`config.mk`:
```
export PLATFORM = sky130hd
export DESIGN_NAME = refill_ctrl
export DESIGN_NICKNAME = d
export VERILOG_FILES = /design/src/common/addr_pkg.sv /design/src/common/cache_pkg.sv /design/src/cache/refill_ctrl.sv
export VERILOG_INCLUDE_DIRS = /design/src /design/src/common
export SDC_FILE = /design/constraint.sdc
export NUM_CORES = 1
export LEC_CHECK = 0
export BUFFER_PORTS_ARGS = -buffer_cell sky130_fd_sc_hd__buf_2
export CAP_MARGIN = 25
export CORE_AREA = 2 2 215 217
export DETAILED_ROUTE_END_ITERATION = 7
export DIE_AREA = 0 0 217 219
export GPL_ROUTABILITY_DRIVEN = 0
export GPL_TIMING_DRIVEN = 0
export SETUP_SLACK_MARGIN = 0.02
export SLEW_MARGIN = 10
export SYNTH_ARGS = -nofsm -noshare
export SYNTH_HDL_FRONTEND = slang
export SYNTH_SLANG_ARGS = --single-unit
export TNS_END_PERCENT = 5
```
`constraint.sdc`:
```
create_clock -name clk -period 2.9 [get_ports clk]
set_input_delay 0.29 -clock clk [delete_from_list [all_inputs] [get_ports clk]]
set_output_delay 0.29 -clock clk [all_outputs]
set_load 0.005 [all_outputs]
```
`src/common/cache_macros.svh`:
```
`ifndef CACHE_MACROS_SVH
`define CACHE_MACROS_SVH

// Physical byte address width seen by the core
`define DC_ALEN 43

// One cache word, also the memory bus width
`define DC_DATA_W 64

// Line index width, 256 lines
`define DC_INDEX_W 8

// Byte offset bits dropped from word-aligned addresses
`define DC_ALIGN_W 3

// Word address width on the core and memory sides
`define DC_WADDR_W (`DC_ALEN - `DC_ALIGN_W)

// Tag bits kept next to each word
`define DC_TAG_W (`DC_WADDR_W - `DC_INDEX_W)

`endif

```
`src/common/addr_pkg.sv`:
```
`include "cache_macros.svh"

package addr_pkg;

    // Word address, the byte offset is always zero and is not carried
    typedef logic [`DC_WADDR_W-1:0] aligned_addr_t;

    // Low word-address bits select the line
    typedef logic [`DC_INDEX_W-1:0] index_t;

    // Remaining upper bits identify which word occupies the line
    typedef logic [`DC_TAG_W-1:0] tag_t;

endpackage

```
`src/common/cache_pkg.sv`:
```
`include "cache_macros.svh"

package cache_pkg;

    typedef logic [`DC_DATA_W-1:0] data_t;

    // Stored line entry with the tag in the upper bits and data below it
    typedef logic [$bits(addr_pkg::tag_t)+`DC_DATA_W-1:0] entry_t;

    // Refill controller states
    typedef enum logic [1:0] {
        IDLE,
        LOOKUP,
        MEM_WAIT,
        RESPOND
    } refill_state_t;

endpackage

```
`src/cache/refill_ctrl.sv`:
```
`timescale 1ns/1ps

// Sequences one core request at a time around the line store
// Loads look up the line store and refill from memory on a miss, stores are
// written through to memory and allocated in the same cycle
module refill_ctrl (
    input  logic                    clk,
    input  logic                    rst,
    input  logic                    req,
    input  logic                    we,
    input  addr_pkg::aligned_addr_t addr,
    input  cache_pkg::data_t        wdata,
    input  logic                    flush,
    input  logic                    lookup_valid,
    input  cache_pkg::data_t        lookup_data,
    input  logic                    mem_rvalid,
    input  cache_pkg::data_t        mem_rdata,
    output logic                    busy,
    output logic                    resp_valid,
    output cache_pkg::data_t        resp_data,
    output logic                    resp_hit,
    output logic                    store_we,
    output addr_pkg::aligned_addr_t store_waddr,
    output cache_pkg::data_t        store_wdata,
    output logic                    store_rd_en,
    output addr_pkg::aligned_addr_t store_raddr,
    output logic                    store_flush,
    output logic                    mem_req,
    output logic                    mem_we,
    output addr_pkg::aligned_addr_t mem_addr,
    output cache_pkg::data_t        mem_wdata
);

    cache_pkg::refill_state_t state;
    addr_pkg::aligned_addr_t  req_addr;
    logic                     idle;
    logic                     refill_done;

    assign idle        = (state == cache_pkg::IDLE);
    assign refill_done = (state == cache_pkg::MEM_WAIT) && mem_rvalid;

    // New requests only start from IDLE, the core is expected to honour busy
    assign store_rd_en = idle && req && !we;
    assign store_raddr = addr;
    assign store_flush = idle && flush;

    // One write port shared by stores from the core and refills from memory
    assign store_we    = (idle && req && we) || refill_done;
    assign store_waddr = idle ? addr : req_addr;
    assign store_wdata = idle ? wdata : mem_rdata;

    // A store keeps busy up for the single cycle in which mem_we is out
    assign busy = !idle || mem_we;

    always_ff @(posedge clk) begin
        if (rst) begin
            state      <= cache_pkg::IDLE;
            resp_valid <= 1'b0;
            resp_hit   <= 1'b0;
            mem_req    <= 1'b0;
            mem_we     <= 1'b0;
        end else begin
            resp_valid <= 1'b0;
            mem_req    <= 1'b0;
            mem_we     <= 1'b0;
            case (state)
                cache_pkg::IDLE: begin
                    if (req && we) begin
                        mem_we <= 1'b1;
                    end else if (req) begin
                        state <= cache_pkg::LOOKUP;
                    end
                end
                cache_pkg::LOOKUP: begin
                    if (lookup_valid) begin
                        resp_valid <= 1'b1;
                        resp_hit   <= 1'b1;
                        state      <= cache_pkg::RESPOND;
                    end else begin
                        mem_req <= 1'b1;
                        state   <= cache_pkg::MEM_WAIT;
                    end
                end
                cache_pkg::MEM_WAIT: begin
                    // Memory latency is open ended, wait for its data strobe
                    if (mem_rvalid) begin
                        resp_valid <= 1'b1;
                        resp_hit   <= 1'b0;
                        state      <= cache_pkg::RESPOND;
                    end
                end
                cache_pkg::RESPOND: begin
                    state <= cache_pkg::IDLE;
                end
                default: begin
                    state <= cache_pkg::IDLE;
                end
            endcase
        end
    end

    // Request address and the memory port address and write data
    always_ff @(posedge clk) begin
        if (idle && req) begin
            req_addr <= addr;
        end
        if (idle && req && we) begin
            mem_addr  <= addr;
            mem_wdata <= wdata;
        end else if ((state == cache_pkg::LOOKUP) && !lookup_valid) begin
            mem_addr <= req_addr;
        end
    end

    always_ff @(posedge clk) begin
        if ((state == cache_pkg::LOOKUP) && lookup_valid) begin
            resp_data <= lookup_data;
        end else if (refill_done) begin
            resp_data <= mem_rdata;
        end
    end

endmodule

```
==> run metrics <==
status=completed; FF+latch count, synth=214; synth top area cells=edfxtp_1 67%, mux2_2 21%, mux2_1 4.3%; area leader, netlist=edfxtp_1; Worst slew margin=59.3%; Fill cells=4,503; Die Span Y=219 um; DP Area=13,000 sq um; vias per std cell=3.99; Worst Path Arrival=2390 ps; initial antenna violation count=4; number of port buffers=558; GRT Overall Usage=13.9%; worst vdd ir=0.581 mV; MaxCap Viol Count=0; Mapped Cells=519; DRT iter0 DRCs=286; I/O Pins=559; Worst Setup Slack, final=219 ps; crit path to=store_wdata[49]; hold path depth=2; Net Sw Frac=31.8%; Post-Layout Inst Area=14,800 sq um; DIE AREA=47,500 sq um; largest net degree at the start of global routing=42; Setup Skew=7.83 ps; clk_lat worst skew=540 ps; die width=217 um; CTS tree=done; Root Buffer=clkbuf_16; critical path class=flop to primary output; Final setup viols=0; min cycle time layout=2680 ps; n_diodes=0; most frequent cells in the layout=571 x buf_2, 208 x edfxtp_1, 172 x mux2_2; fin. max-slew vios=0; commonest non-fill, non-tap cell in the layout=buf_2; number of global-route vias before repair=7,550; clock buffer depth=3; Tcrit/Tclk final=92.4%; synthesized area per cell=18.1 sq um; switching power=3780 uW; worst r2r path cells=7; worst-margin pin slew=609 ps; Antenna Violating Nets Remaining=0; critical path fanouts, max=12; Comb pwr share=38.8%; CTS clock-pin slew for the worst setup and hold paths=60 ps; sequential cell fraction of total power=37.5%; Clock Sinks=214; Detail Placement HPWL=26,900 um; Internal=8090 uW; Synth cell types=23; Layout Nets=1,459; crit end category=primary output; vias=7,304; core area=45,100 sq um; Static Leak=0.00628 uW; Routed WL=35,400 um; worst setup path startpoint=state[0]; Power Total=11,900 uW; Critical R2R Capture=resp_data[0]; final core occ=32.9%; GRT overflow=0; Fin. Hold Viols=0; warnings from Yosys=0; Placement Rows=78; Layout area overhead=58.1%; H-tree depth=1; share of total power in the clock network=23.7%; First-pass DRT Iterations=4; startpoint type of the worst setup path=flop; Syn Nets=762; Inserted Clock Buffers=25; Starting Density=20.8%; register area share after synthesis=67.9%; global-route wire length before repair=49,200 um; Worst R2R Start=state[1]; pre-CTS setup slack=-289 ps; PD cells=800 nW/um^2; mapped cell area=9380 sq um; unrepaired setup endpoints after global routing=no; Worst EP required=2610 ps; FF-to-FF setup slack=240 ps; min-delay worst type=primary input to flop; per-cell routed wire length=19.3 um; fmax=373 MHz; Post-route DRC=0; post-synth top area share=66.6%; layout cells sized above 1=67.7%
-- critical path, cell delays in order, from the launching register on --
cell      delay, ps
dfxtp_1         320
inv_1           120
ha_1            160
buf_4           250
buf_6           220
clkbuf_4        260
mux2_2          370
buf_2           140
-- through the flow --
| step | hold WS [ps] | setup TNS [ps] | std cells |
|---|---|---|---|
| after global routing | 38.4 | 0 | 1831 |
| after CTS | 24.5 | 0 | 1830 |
| final | 53.7 | 0 | 1831 |
| after global placement | 479 | -218790 | 1677 |
| after detailed placement | 481 | -16050 | 1681 |
| after floorplan | 362 | 0 | 519 |
-- area by class of cell --
class | count | area [sq um] | share of cell area (%)
flip-flops and latches | 214 | 6370 | 42.9
repair buffers | 668 | 3950 | 26.7
plain buffers | 63 | 463 | 3.12
multi-input cells | 239 | 2570 | 17.3
well taps | 600 | 751 | 5.06
inverters | 5 | 22.5 | 0.152
clock buffers | 33 | 656 | 4.42
clock inverters | 9 | 43.8 | 0.295
-- routing by layer --
layer / track usage, % / wire, um / up-vias / share of wire (%)
li1: - / - / 3356 / -
met1: 16.3 / 13800 / 3512 / 39
met2: 25.1 / 17800 / 380 / 50
met3: 3.35 / 2850 / 54 / 8.1
met4: 4.25 / 882 / 2 / 2.5
met5: 0 / 13 / - / 0.037
-- cell usage after synthesis --
master and instances:
a211oi_1 1, a21oi_1 1, a221oi_1 1, a22o_1 1
a311oi_1 1, a31o_2 1, and2_1 1, and2_4 1
buf_2 16, buf_4 43, buf_6 4, dfxtp_1 6
edfxtp_1 208, ha_1 4, inv_1 5, mux2_1 36
mux2_2 172, mux2i_1 1, nand2_1 6, nand2_4 1
nand2b_1 5, nor2_1 3, nor2b_1 1
-- power by group through the flow --
stage / Combinational (uW) / Sequential [uW] / Clock, uW
2_1_floorplan: 2220 / 4580 / 0
3_3_place_gp: 4400 / 4550 / 0
3_5_place_dp: 4510 / 4510 / 0
4_1_cts: 4690 / 4460 / 2890
5_1_grt: 4980 / 4510 / 3000
6_report: 4600 / 4450 / 2810
-- logic make-up (layout without fill, tap and decap cells) --
| kind of cell | after synthesis | count (layout) | synth area share, % |
|---|---|---|---|
| mux | 209 | 209 | 25.1 |
| flops | 214 | 214 | 67.9 |
| compound gates | 6 | 6 | 0.507 |
| simple gates | 18 | 20 | 1.04 |
| buf+inv | 68 | 778 | 4.98 |
| fa+ha+maj | 4 | 4 | 0.534 |
-- registers in the layout (all words and copies together), names as in the netlist --
register / flops
mem_addr: 40
state: 2
mem_wdata: 64
mem_we: 1
resp_valid: 1
req_addr: 40
mem_req: 1
resp_data: 64
resp_hit: 1
-- how the worst min path moves through the flow --
stage / from / endpoint / slack (ps)
after global placement: wdata[11] / mem_wdata[11] / 480
after global routing: lookup_data[11] / resp_data[11] / 40
after CTS: lookup_data[6] / resp_data[6] / 20
after floorplan: rst / mem_req / 360
after detailed placement: wdata[55] / mem_wdata[55] / 480
final: lookup_data[11] / resp_data[11] / 50
-- what timing repair did --
action,CTS,global route
gates resized for setup,2,3
gates cloned,2,0
endpoints found under the hold margin,107,0
setup buffers,0,1
endpoints found under the setup margin,122,51
hold buffers,105,0
pin swaps,1,0
No activity file was read; power rests on OpenSTA's default activity.
